[src/include/cart_settings.svh]
// Widths, header addresses and port count for the cartridge loader.
// Address macros are sized to the loader byte address width.
// All loader addresses are byte addresses of 16-bit words, so they are even.
`ifndef CART_SETTINGS_SVH
`define CART_SETTINGS_SVH

////////////////////
// Loader bus
////////////////////

// Byte address width from the host loader
`define CART_ADDR_W 25

// Loader word width
`define CART_DATA_W 16

// Download index width
`define CART_INDEX_W 8

// Index that marks a cheat code download
`define CART_CODE_INDEX `CART_INDEX_W'(255)

////////////////////
// Memory side
////////////////////

// ROM memory ports fed in parallel
`define CART_MEM_PORTS 2

////////////////////
// Cartridge header
////////////////////

// Region letters live here
`define CART_HDR_REGION_A `CART_ADDR_W'('h1F0)
`define CART_HDR_REGION_B `CART_ADDR_W'('h1F2)

// First address past the header
`define CART_HDR_END `CART_ADDR_W'('h200)

// Product code words and the lookup point
`define CART_ID_FIRST `CART_ADDR_W'('h182)
`define CART_ID_LAST `CART_ADDR_W'('h18A)
`define CART_ID_CHECK `CART_ADDR_W'('h18C)

`endif

[src/logic/cart_pkg.sv]
// Shared types and helpers for the cartridge loader.
// Cheat code fields are big endian 32-bit values as written by the host.
`include "cart_settings.svh"

package cart_pkg;

	////////////////////
	// Cheat code
	////////////////////

	// Field view as used by the cheat engine
	typedef struct packed {
		logic [31:0] flags;
		logic [31:0] address;
		logic [31:0] compare;
		logic [31:0] replace;
	} cheat_fields_t;

	// Word view as written by the loader
	// First index picks the field, second the half (1 = top word)
	typedef union packed {
		logic [0:3][1:0][`CART_DATA_W-1:0] words;
		cheat_fields_t fields;
	} cheat_code_u;

	////////////////////
	// Helpers
	////////////////////

	// Host words arrive with the bytes in the other order
	function automatic logic [`CART_DATA_W-1:0] swap_bytes(input logic [`CART_DATA_W-1:0] w);
		return {w[`CART_DATA_W/2-1:0], w[`CART_DATA_W-1:`CART_DATA_W/2]};
	endfunction

	// Region letter class of one header byte, as {j, u, e}
	// Any other printable from 0 to Z counts as Europe
	function automatic logic [2:0] is_region_char(input logic [7:0] c);
		if (c == "J") begin
			return 3'b100;
		end else if (c == "U") begin
			return 3'b010;
		end else if (c >= "0" && c <= "Z") begin
			return 3'b001;
		end
		return 3'b000;
	endfunction

endpackage

[src/logic/cart_loader_top.sv]
// Cartridge loading front end: ROM write path, region detect, quirks, cheats.
// The loader must hold off dl_wr while dl_wait is high.
// region_mode 0 uses the file extension index, 1 the header, 2 and 3 do nothing.
`include "cart_settings.svh"

module cart_loader_top (
	input  logic                          clk_sys,
	input  logic                          RESET,
	input  logic                          dl_active,
	input  logic [`CART_INDEX_W-1:0]      dl_index,
	input  logic                          dl_wr,
	input  logic [`CART_ADDR_W-1:0]       dl_addr,
	input  logic [`CART_DATA_W-1:0]       dl_data,
	input  logic [1:0]                    region_mode,
	input  logic [1:0]                    region_priority,
	input  logic [`CART_MEM_PORTS-1:0]    mem_wr_ack,
	output logic                          dl_wait,
	output logic [`CART_ADDR_W-2:0]       mem_wr_addr,
	output logic [`CART_DATA_W-1:0]       mem_wr_data,
	output logic [`CART_MEM_PORTS-1:0]    mem_wr_req,
	output logic [`CART_ADDR_W-1:0]       rom_size,
	output logic [1:0]                    region_req,
	output logic                          region_set,
	output logic                          sram_quirk,
	output logic                          eeprom_quirk,
	output logic                          noram_quirk,
	output logic                          svp_quirk,
	output logic                          fmbusy_quirk,
	output cart_pkg::cheat_code_u         cheat_code,
	output logic                          cheat_strobe,
	output logic                          cheat_reset
);

	// Download stream split
	logic cart_active;
	logic code_active;

	download_sequencer u_seq (
		.clk_sys     (clk_sys),
		.RESET       (RESET),
		.dl_active   (dl_active),
		.dl_index    (dl_index),
		.dl_wr       (dl_wr),
		.dl_addr     (dl_addr),
		.dl_data     (dl_data),
		.mem_wr_ack  (mem_wr_ack),
		.cart_active (cart_active),
		.code_active (code_active),
		.dl_wait     (dl_wait),
		.mem_wr_addr (mem_wr_addr),
		.mem_wr_data (mem_wr_data),
		.mem_wr_req  (mem_wr_req),
		.rom_size    (rom_size)
	);

	header_region_detect u_region (
		.clk_sys         (clk_sys),
		.RESET           (RESET),
		.cart_active     (cart_active),
		.dl_wr           (dl_wr),
		.dl_addr         (dl_addr),
		.dl_data         (dl_data),
		.dl_index        (dl_index),
		.region_mode     (region_mode),
		.region_priority (region_priority),
		.region_req      (region_req),
		.region_set      (region_set)
	);

	cart_quirk_lookup u_quirk (
		.clk_sys      (clk_sys),
		.RESET        (RESET),
		.cart_active  (cart_active),
		.dl_wr        (dl_wr),
		.dl_addr      (dl_addr),
		.dl_data      (dl_data),
		.sram_quirk   (sram_quirk),
		.eeprom_quirk (eeprom_quirk),
		.noram_quirk  (noram_quirk),
		.svp_quirk    (svp_quirk),
		.fmbusy_quirk (fmbusy_quirk)
	);

	cheat_code_loader u_cheat (
		.clk_sys      (clk_sys),
		.RESET        (RESET),
		.code_active  (code_active),
		.dl_wr        (dl_wr),
		.dl_addr      (dl_addr),
		.dl_data      (dl_data),
		.cheat_code   (cheat_code),
		.cheat_strobe (cheat_strobe),
		.cheat_reset  (cheat_reset)
	);

endmodule

[src/logic/cart_quirk_lookup.sv]
// Builds the 8-character product code from the header and flags known titles.
// Flags clear when a new cartridge download starts.
// The table holds only the sram, eeprom, noram, svp and fmbusy classes.
`include "cart_settings.svh"

module cart_quirk_lookup (
	input  logic                    clk_sys,
	input  logic                    RESET,
	input  logic                    cart_active,
	input  logic                    dl_wr,
	input  logic [`CART_ADDR_W-1:0] dl_addr,
	input  logic [`CART_DATA_W-1:0] dl_data,
	output logic                    sram_quirk,
	output logic                    eeprom_quirk,
	output logic                    noram_quirk,
	output logic                    svp_quirk,
	output logic                    fmbusy_quirk
);

	logic        cart_active_q;
	logic        cart_write;
	logic [63:0] cart_id;
	logic [4:0]  quirk_q;

	// Flag order is {sram, eeprom, noram, svp, fmbusy}
	function automatic logic [4:0] quirk_class(input logic [63:0] id);
		case (id)
			"T-081276", "T-081586", "T-81576 ", "T-81476 ": return 5'b10000;
			"MK-1215 ", "G-4060  ", "00001211", "MK-1228 ": return 5'b01000;
			"T-12046 ":                                     return 5'b01000;
			// Fake RAM check at boot
			"T-113016":                                     return 5'b00100;
			"MK-1229 ", "G-7001  ":                         return 5'b00010;
			"T-35036 ", "T-25073 ", "MK-1137-":             return 5'b00001;
			default:                                        return 5'b00000;
		endcase
	endfunction

	assign cart_write = cart_active & dl_wr;

	////////////////////
	// Product code
	////////////////////

	// Code starts in the high byte of the first word
	always_ff @(posedge clk_sys) begin
		if (cart_write) begin
			if (dl_addr == `CART_ID_FIRST) begin
				cart_id[63:56] <= dl_data[15:8];
			end
			if (dl_addr == `CART_ID_FIRST + `CART_ADDR_W'(2)) begin
				cart_id[55:40] <= cart_pkg::swap_bytes(dl_data);
			end
			if (dl_addr == `CART_ID_FIRST + `CART_ADDR_W'(4)) begin
				cart_id[39:24] <= cart_pkg::swap_bytes(dl_data);
			end
			if (dl_addr == `CART_ID_FIRST + `CART_ADDR_W'(6)) begin
				cart_id[23:8] <= cart_pkg::swap_bytes(dl_data);
			end
			if (dl_addr == `CART_ID_LAST) begin
				cart_id[7:0] <= dl_data[7:0];
			end
		end
	end

	////////////////////
	// Quirk flags
	////////////////////

	always_ff @(posedge clk_sys) begin
		if (RESET) begin
			cart_active_q <= 1'b0;
			quirk_q       <= '0;
		end else begin
			cart_active_q <= cart_active;
			if (cart_active && !cart_active_q) begin
				quirk_q <= '0;
			end else if (cart_write && dl_addr == `CART_ID_CHECK) begin
				quirk_q <= quirk_q | quirk_class(cart_id);
			end
		end
	end

	assign {sram_quirk, eeprom_quirk, noram_quirk, svp_quirk, fmbusy_quirk} = quirk_q;

endmodule

[src/logic/cheat_code_loader.sv]
// Collects 128-bit cheat codes, eight words each, from code downloads.
// The word at offset 14 completes a code; a write at address 0 restarts the list.
`include "cart_settings.svh"

module cheat_code_loader (
	input  logic                    clk_sys,
	input  logic                    RESET,
	input  logic                    code_active,
	input  logic                    dl_wr,
	input  logic [`CART_ADDR_W-1:0] dl_addr,
	input  logic [`CART_DATA_W-1:0] dl_data,
	output cart_pkg::cheat_code_u   cheat_code,
	output logic                    cheat_strobe,
	output logic                    cheat_reset
);

	logic code_write;

	assign code_write = code_active & dl_wr;

	////////////////////
	// Code assembly
	////////////////////

	// Bits 3..2 pick the field, bit 1 the half, low word first
	always_ff @(posedge clk_sys) begin
		if (code_write) begin
			cheat_code.words[dl_addr[3:2]][dl_addr[1]] <= dl_data;
		end
	end

	////////////////////
	// Strobes
	////////////////////

	always_ff @(posedge clk_sys) begin
		if (RESET) begin
			cheat_strobe <= 1'b0;
			cheat_reset  <= 1'b0;
		end else begin
			// Replace top word is the last one of a code
			cheat_strobe <= code_write && (dl_addr[3:0] == 4'd14);
			cheat_reset  <= code_write && (dl_addr == '0);
		end
	end

endmodule

[src/logic/download_sequencer.sv]
// Splits downloads into cartridge and cheat code streams.
// Each cartridge word goes to all memory ports over a toggle req/ack pair.
// Only one write is in flight; dl_wait holds the loader until all ports ack.
`include "cart_settings.svh"

module download_sequencer (
	input  logic                          clk_sys,
	input  logic                          RESET,
	input  logic                          dl_active,
	input  logic [`CART_INDEX_W-1:0]      dl_index,
	input  logic                          dl_wr,
	input  logic [`CART_ADDR_W-1:0]       dl_addr,
	input  logic [`CART_DATA_W-1:0]       dl_data,
	input  logic [`CART_MEM_PORTS-1:0]    mem_wr_ack,
	output logic                          cart_active,
	output logic                          code_active,
	output logic                          dl_wait,
	output logic [`CART_ADDR_W-2:0]       mem_wr_addr,
	output logic [`CART_DATA_W-1:0]       mem_wr_data,
	output logic [`CART_MEM_PORTS-1:0]    mem_wr_req,
	output logic [`CART_ADDR_W-1:0]       rom_size
);

	logic                       code_index;
	logic                       cart_active_q;
	logic                       cart_write;
	logic [`CART_MEM_PORTS-1:0] ack_match;
	logic                       all_acked;

	////////////////////
	// Stream decode
	////////////////////

	assign code_index  = (dl_index == `CART_CODE_INDEX);
	assign cart_active = dl_active & ~code_index;
	assign code_active = dl_active & code_index;
	assign cart_write  = cart_active & dl_wr;

	// Port is idle once its ack caught up with the request
	genvar i;
	generate
		for (i = 0; i < `CART_MEM_PORTS; i++) begin : g_ack
			assign ack_match[i] = (mem_wr_req[i] == mem_wr_ack[i]);
		end
	endgenerate

	assign all_acked = &ack_match;

	////////////////////
	// Handshake
	////////////////////

	always_ff @(posedge clk_sys) begin
		if (RESET) begin
			dl_wait       <= 1'b0;
			mem_wr_req    <= '0;
			cart_active_q <= 1'b0;
		end else begin
			cart_active_q <= cart_active;
			if (cart_write) begin
				// All ports get the same request
				dl_wait    <= 1'b1;
				mem_wr_req <= ~mem_wr_req;
			end else if (dl_wait && all_acked) begin
				dl_wait <= 1'b0;
			end
		end
	end

	// Address and data stay put while the request is outstanding
	always_ff @(posedge clk_sys) begin
		if (cart_write) begin
			mem_wr_addr <= dl_addr[`CART_ADDR_W-1:1];
			mem_wr_data <= cart_pkg::swap_bytes(dl_data);
		end
		// Last address seen when the cartridge download ends
		if (cart_active_q && !cart_active) begin
			rom_size <= dl_addr;
		end
	end

endmodule

[src/logic/header_region_detect.sv]
// Picks the console region from the cartridge header or the file extension.
// Letters are taken from both bytes at 0x1F0 and the low byte at 0x1F2.
// The region request is issued once per download, when the header is complete.
`include "cart_settings.svh"

module header_region_detect (
	input  logic                     clk_sys,
	input  logic                     RESET,
	input  logic                     cart_active,
	input  logic                     dl_wr,
	input  logic [`CART_ADDR_W-1:0]  dl_addr,
	input  logic [`CART_DATA_W-1:0]  dl_data,
	input  logic [`CART_INDEX_W-1:0] dl_index,
	input  logic [1:0]               region_mode,
	input  logic [1:0]               region_priority,
	output logic [1:0]               region_req,
	output logic                     region_set
);

	localparam logic [1:0] REGION_J = 2'd0;
	localparam logic [1:0] REGION_U = 2'd1;
	localparam logic [1:0] REGION_E = 2'd2;

	logic       cart_active_q;
	logic [2:0] hdr_flags;
	logic       hdr_ready;
	logic       hdr_ready_q;
	logic       hdr_edge;
	logic       hdr_j;
	logic       hdr_u;
	logic       hdr_e;
	logic [1:0] region_pick;

	assign {hdr_j, hdr_u, hdr_e} = hdr_flags;

	////////////////////
	// Header scan
	////////////////////

	always_ff @(posedge clk_sys) begin
		if (RESET) begin
			cart_active_q <= 1'b0;
			hdr_flags     <= '0;
			hdr_ready     <= 1'b0;
		end else begin
			cart_active_q <= cart_active;
			if (cart_active && !cart_active_q) begin
				hdr_flags <= '0;
			end
			if (cart_active_q && !cart_active) begin
				hdr_ready <= 1'b0;
			end
			if (cart_active && dl_wr) begin
				if (dl_addr == `CART_HDR_REGION_A) begin
					hdr_flags <= hdr_flags | cart_pkg::is_region_char(dl_data[15:8])
						| cart_pkg::is_region_char(dl_data[7:0]);
				end
				if (dl_addr == `CART_HDR_REGION_B) begin
					hdr_flags <= hdr_flags | cart_pkg::is_region_char(dl_data[7:0]);
				end
				if (dl_addr == `CART_HDR_END) begin
					hdr_ready <= 1'b1;
				end
			end
		end
	end

	// First present letter in the chosen order, else the order's default
	always_comb begin
		case (region_priority)
			2'd0:    region_pick = hdr_u ? REGION_U : hdr_e ? REGION_E : hdr_j ? REGION_J : REGION_U;
			2'd1:    region_pick = hdr_e ? REGION_E : hdr_u ? REGION_U : hdr_j ? REGION_J : REGION_E;
			2'd2:    region_pick = hdr_u ? REGION_U : hdr_j ? REGION_J : hdr_e ? REGION_E : REGION_U;
			default: region_pick = hdr_j ? REGION_J : hdr_u ? REGION_U : hdr_e ? REGION_E : REGION_J;
		endcase
	end

	////////////////////
	// Region request
	////////////////////

	always_ff @(posedge clk_sys) begin
		if (RESET) begin
			hdr_ready_q <= 1'b0;
			hdr_edge    <= 1'b0;
			region_req  <= REGION_J;
			region_set  <= 1'b0;
		end else begin
			hdr_ready_q <= hdr_ready;
			hdr_edge    <= hdr_ready & ~hdr_ready_q;
			// Mode 2 and 3 leave the region alone
			if (hdr_edge && !region_mode[1]) begin
				if (region_mode[0]) begin
					region_set <= 1'b1;
					region_req <= region_pick;
				end else begin
					region_set <= |dl_index;
					region_req <= dl_index[7:6];
				end
			end
			if (hdr_ready_q && !hdr_ready) begin
				region_set <= 1'b0;
			end
		end
	end

endmodule

[config.mk]
export PLATFORM = sky130hd
export DESIGN_NAME = cart_loader_top
export DESIGN_NICKNAME = d
export VERILOG_FILES = /design/src/logic/cart_pkg.sv /design/src/logic/cart_loader_top.sv /design/src/logic/cart_quirk_lookup.sv /design/src/logic/cheat_code_loader.sv /design/src/logic/download_sequencer.sv /design/src/logic/header_region_detect.sv
export VERILOG_INCLUDE_DIRS = /design/src /design/src/include
export SDC_FILE = /design/constraint.sdc
export NUM_CORES = 1
export LEC_CHECK = 0
export BUFFER_PORTS_ARGS = -buffer_cell sky130_fd_sc_hd__buf_2
export CORE_ASPECT_RATIO = 0.75
export CORE_MARGIN = 4
export CORE_UTILIZATION = 52
export DETAILED_ROUTE_END_ITERATION = 7
export GPL_ROUTABILITY_DRIVEN = 0
export HOLD_SLACK_MARGIN = 0.06
export PLACE_DENSITY = 0.83
export SYNTH_ARGS = -nofsm -noshare
export SYNTH_HDL_FRONTEND = slang
export SYNTH_HIERARCHICAL = 1
export SYNTH_SLANG_ARGS = --single-unit
[constraint.sdc]
create_clock -name clk_sys -period 3.9 [get_ports clk_sys]
set_input_delay 0.39 -clock clk_sys [delete_from_list [all_inputs] [get_ports clk_sys]]
set_output_delay 0.39 -clock clk_sys [all_outputs]
set_load 0.1 [all_outputs]
==> impl_metrics.env <==
export IMPL_number_of_placement_rows=43
export IMPL_power_density_nw_per_um2=500.3
export IMPL_tritoncts_num_buffers=26
export IMPL_clkSinkCount=279
export IMPL_initial_antenna_violation_count=0
export IMPL_globalRouteOverflowTotal=0
export IMPL_fin_nets=922
export IMPL_syn_num_nets=618
export IMPL_cts_tree="built"
export IMPL_grt_first_pass_wirelength_mm=40.77
export IMPL_worst_skew_pair_late_latency_ns=0.53
export IMPL_yosysMostFrequentCell="sky130_fd_sc_hd__edfxtp_1"
export IMPL_totalWireLength_mm=27.94
export IMPL_drtIter0Drc=909
export IMPL_synth_ff_latch_count=279
export IMPL_detail_route_drc_violations=0
export IMPL_synth_instances=559
export IMPL_top_usage_layer="met2"
export IMPL_drtPass1Iterations=6
export IMPL_regToRegStartpoint="u_quirk/cart_id[42]$_DFFE_PP_"
export IMPL_synth_distinct_cells=62
export IMPL_achievable_frequency_ghz=0.4311
export IMPL_synth_cell_area_um2=9930
export IMPL_max_vdd_ir_drop_mv=0.4254
export IMPL_final_cycle_share=0.5947
export IMPL_wl_per_cell_um=24.77
export IMPL_power_leakage_nw=4.533
export IMPL_criticalPathCategory="reg2reg"
export IMPL_post_cts_repair_setup_buffers=0
export IMPL_critical_path_startpoint_type="register"
export IMPL_cap_violations=0
export IMPL_timing_setup_tns_ns=0
export IMPL_antenna_cells_inserted=0
export IMPL_ant_nets=0
export IMPL_yosys_area_top_type_share=0.7772
export IMPL_dr_total_vias=6756
export IMPL_hp_class="in2reg"
export IMPL_worst_path_max_fanout=5
export IMPL_path_clk_slew_ns=0.06
export IMPL_syn_area_per_cell_um2=17.76
export IMPL_floorplan_die_area_um2=21390
export IMPL_ctsResizeCount=0
export IMPL_min_delay_start="dl_addr[11]"
export IMPL_period_needed_ns=2.319
export IMPL_endpoint_kind="register"
export IMPL_cts_buffer_depth=3
export IMPL_grt_max_degree=43
export IMPL_worst_slew_margin_rel=0.4756
export IMPL_total_of_hold_buffers_inserted_after_clock_tree_synthesis=0
export IMPL_met2_resource_use_gr=0.3951
export IMPL_dominant_register_cell_in_the_synthesized_netlist="sky130_fd_sc_hd__edfxtp_1"
export IMPL_critical_path_cell_chain="nor3_1, nand4_1, or3_1, or4_1, o21ai_1"
export IMPL_clock_skew_final_ns=0.01814
export IMPL_timing_critical_path_slowest_cell_delay_ns=0.54
export IMPL_grt_util_all_layers=0.2534
export IMPL_critPathRequiredTime_ns=4.35
export IMPL_setup_viol=0
export IMPL_final_hold_violation_count=0
export IMPL_synth_yosys_seq_area_share=0.8216
export IMPL_htree_num_levels=1
export IMPL_tightestPinTransition_ns=0.7794
export IMPL_fraction_of_final_layout_cells_with_drive_strength_greater_than_1=0.3791
export IMPL_area_delta_synth_final_pct=25.87
export IMPL_final_max_slew_violation_count=0
export IMPL_cp_arrival_ns=2.77
export IMPL_met3_demand_to_capacity_share_in_global_routing=0.08785
export IMPL_global_route_usage_met1=0.3431
export IMPL_ys_top_cells_by_count="sky130_fd_sc_hd__edfxtp_1, sky130_fd_sc_hd__nor2_1, sky130_fd_sc_hd__nand2_1, sky130_fd_sc_hd__nor4_1, sky130_fd_sc_hd__dfxtp_1"
export IMPL_cpMaxStageDelayCell="sky130_fd_sc_hd__or4_1"
export IMPL_synth_warning_count=6
export IMPL_run_status="completed"
export IMPL_synth_edff_count=257
export IMPL_clock_tree_root_cell="sky130_fd_sc_hd__clkbuf_16"
export IMPL_io_pins=265
export IMPL_synth_top_area_cell="sky130_fd_sc_hd__edfxtp_1"
export IMPL_detail_route_vias_per_cell=5.989
export IMPL_dp_hpwl_mm=18.61
export IMPL_die_y_um=127.7
export IMPL_first_global_vias=6569
export IMPL_postLayoutCoreUtil=0.6714
export IMPL_rsz0062_at_grt="no"
export IMPL_synth_area_leaders="sky130_fd_sc_hd__edfxtp_1, sky130_fd_sc_hd__dfxtp_1, sky130_fd_sc_hd__nor4_1"
export IMPL_starting_density=0.5334
export IMPL_fp_dieW_um=167.6
export IMPL_port_buffers=264
export IMPL_postSynth_asyncResetShare=0
export IMPL_core_region_area_um2=18620
export IMPL_timing_critical_path_from="u_quirk/cart_id[42]$_DFFE_PP_"
==> cell usage in the layout, fill, tap and decap left out, types with 6 or more instances in the layout <==
master,netlist,layout
sky130_fd_sc_hd__a21oi_1,11,11
sky130_fd_sc_hd__buf_2,1,264
sky130_fd_sc_hd__buf_4,0,14
sky130_fd_sc_hd__clkbuf_16,0,26
sky130_fd_sc_hd__clkinv_1,0,7
sky130_fd_sc_hd__dfxtp_1,22,22
sky130_fd_sc_hd__edfxtp_1,257,257
sky130_fd_sc_hd__inv_1,9,9
sky130_fd_sc_hd__nand2_1,28,28
sky130_fd_sc_hd__nand2b_1,8,8
sky130_fd_sc_hd__nand3_1,13,13
sky130_fd_sc_hd__nand4_1,15,15
sky130_fd_sc_hd__nor2_1,32,32
sky130_fd_sc_hd__nor2b_1,15,15
sky130_fd_sc_hd__nor3_1,17,16
sky130_fd_sc_hd__nor3b_1,9,6
sky130_fd_sc_hd__nor4_1,24,24
sky130_fd_sc_hd__nor4b_1,6,6
sky130_fd_sc_hd__or4_1,9,9
==> sequential cells by signal, summed over array words and instances, names as in the netlist, 2 cells and up <==
name	cells
u_cheat/cheat_code	128
u_quirk/cart_id	64
u_quirk/quirk_q	5
u_region/hdr_flags	3
u_region/region_req	2
u_seq/mem_wr_addr	24
u_seq/mem_wr_data	16
u_seq/mem_wr_req	2
u_seq/rom_size	25
==> metrics by stage <==
step | hold slack, ns | setup slack (ns) | total power, mW | instances | area (um2)
6_report | 0.1054 | 1.581 | 6.252 | 1128 | 12500
5_1_grt | 0.09260 | 1.471 | 6.429 | 1128 | 12500
4_1_cts | 0.08818 | 1.649 | 6.283 | 1128 | 12500
3_5_place_dp | 0.4411 | 1.260 | 3.873 | 1082 | 11680
3_3_place_gp | 0.4113 | 1.367 | 3.864 | 1082 | 11680
2_1_floorplan | 0.3978 | 0.8305 | 3.705 | 559 | 9930
==> worst paths after layout <==
path | to | slack, ns | cells past startpoint
min reg2reg | u_quirk/quirk_q[2]$_SDFFE_PP0P_ | 0.45 | 2
max | u_quirk/quirk_q[2]$_SDFFE_PP0P_ | 1.58 | 5
max reg2reg | u_quirk/quirk_q[2]$_SDFFE_PP0P_ | 1.58 | 5
min | u_seq/mem_wr_addr[10]$_DFFE_PP_ | 0.11 | 1
==> final cells by class <==
class / count / area [um2]
clock buffer: 31 / 669.4
clock inverter: 15 / 152.6
fill: 1271 / 6117
inverter: 10 / 40.04
multi-input combinational: 268 / 1743
sequential: 279 / 8158
tap: 247 / 309.0
timing repair buffer: 278 / 1426
==> power by group <==
part | leakage (nW) | internal [mW] | switching, mW
Clock | 0.402 | 1.42 | 1.02
Sequential | 2.51 | 3.31 | 0.0118
Combinational | 1.62 | 0.0664 | 0.426
==> worst max-delay path: cells and delay by family, from the launching register on <==
kind	cells	cell delay, ns
DFF	1	0.51
and+or+nand+nor	4	1.61
AOI/OAI and AO/OA	1	0.13
==> layer usage <==
layer  up-vias  wire length, um
met5         -                0
met4         0              945
met2       567            12820
met3        87             3827
li1       2862                -
met1      3240            10340
==> cells by family (layout without fill, tap and decap cells) <==
kind of cell	after synthesis	after routing	synth area share
and+or+nand+nor	217	217	0.1338
buffers and inverters	12	334	0.004914
AOI/OAI and AO/OA	47	47	0.03490
xor gates and xnor gates	2	2	0.001764
DFF	279	279	0.8216
muxes	2	2	0.003024
No activity file was read; power rests on OpenSTA's default activity.
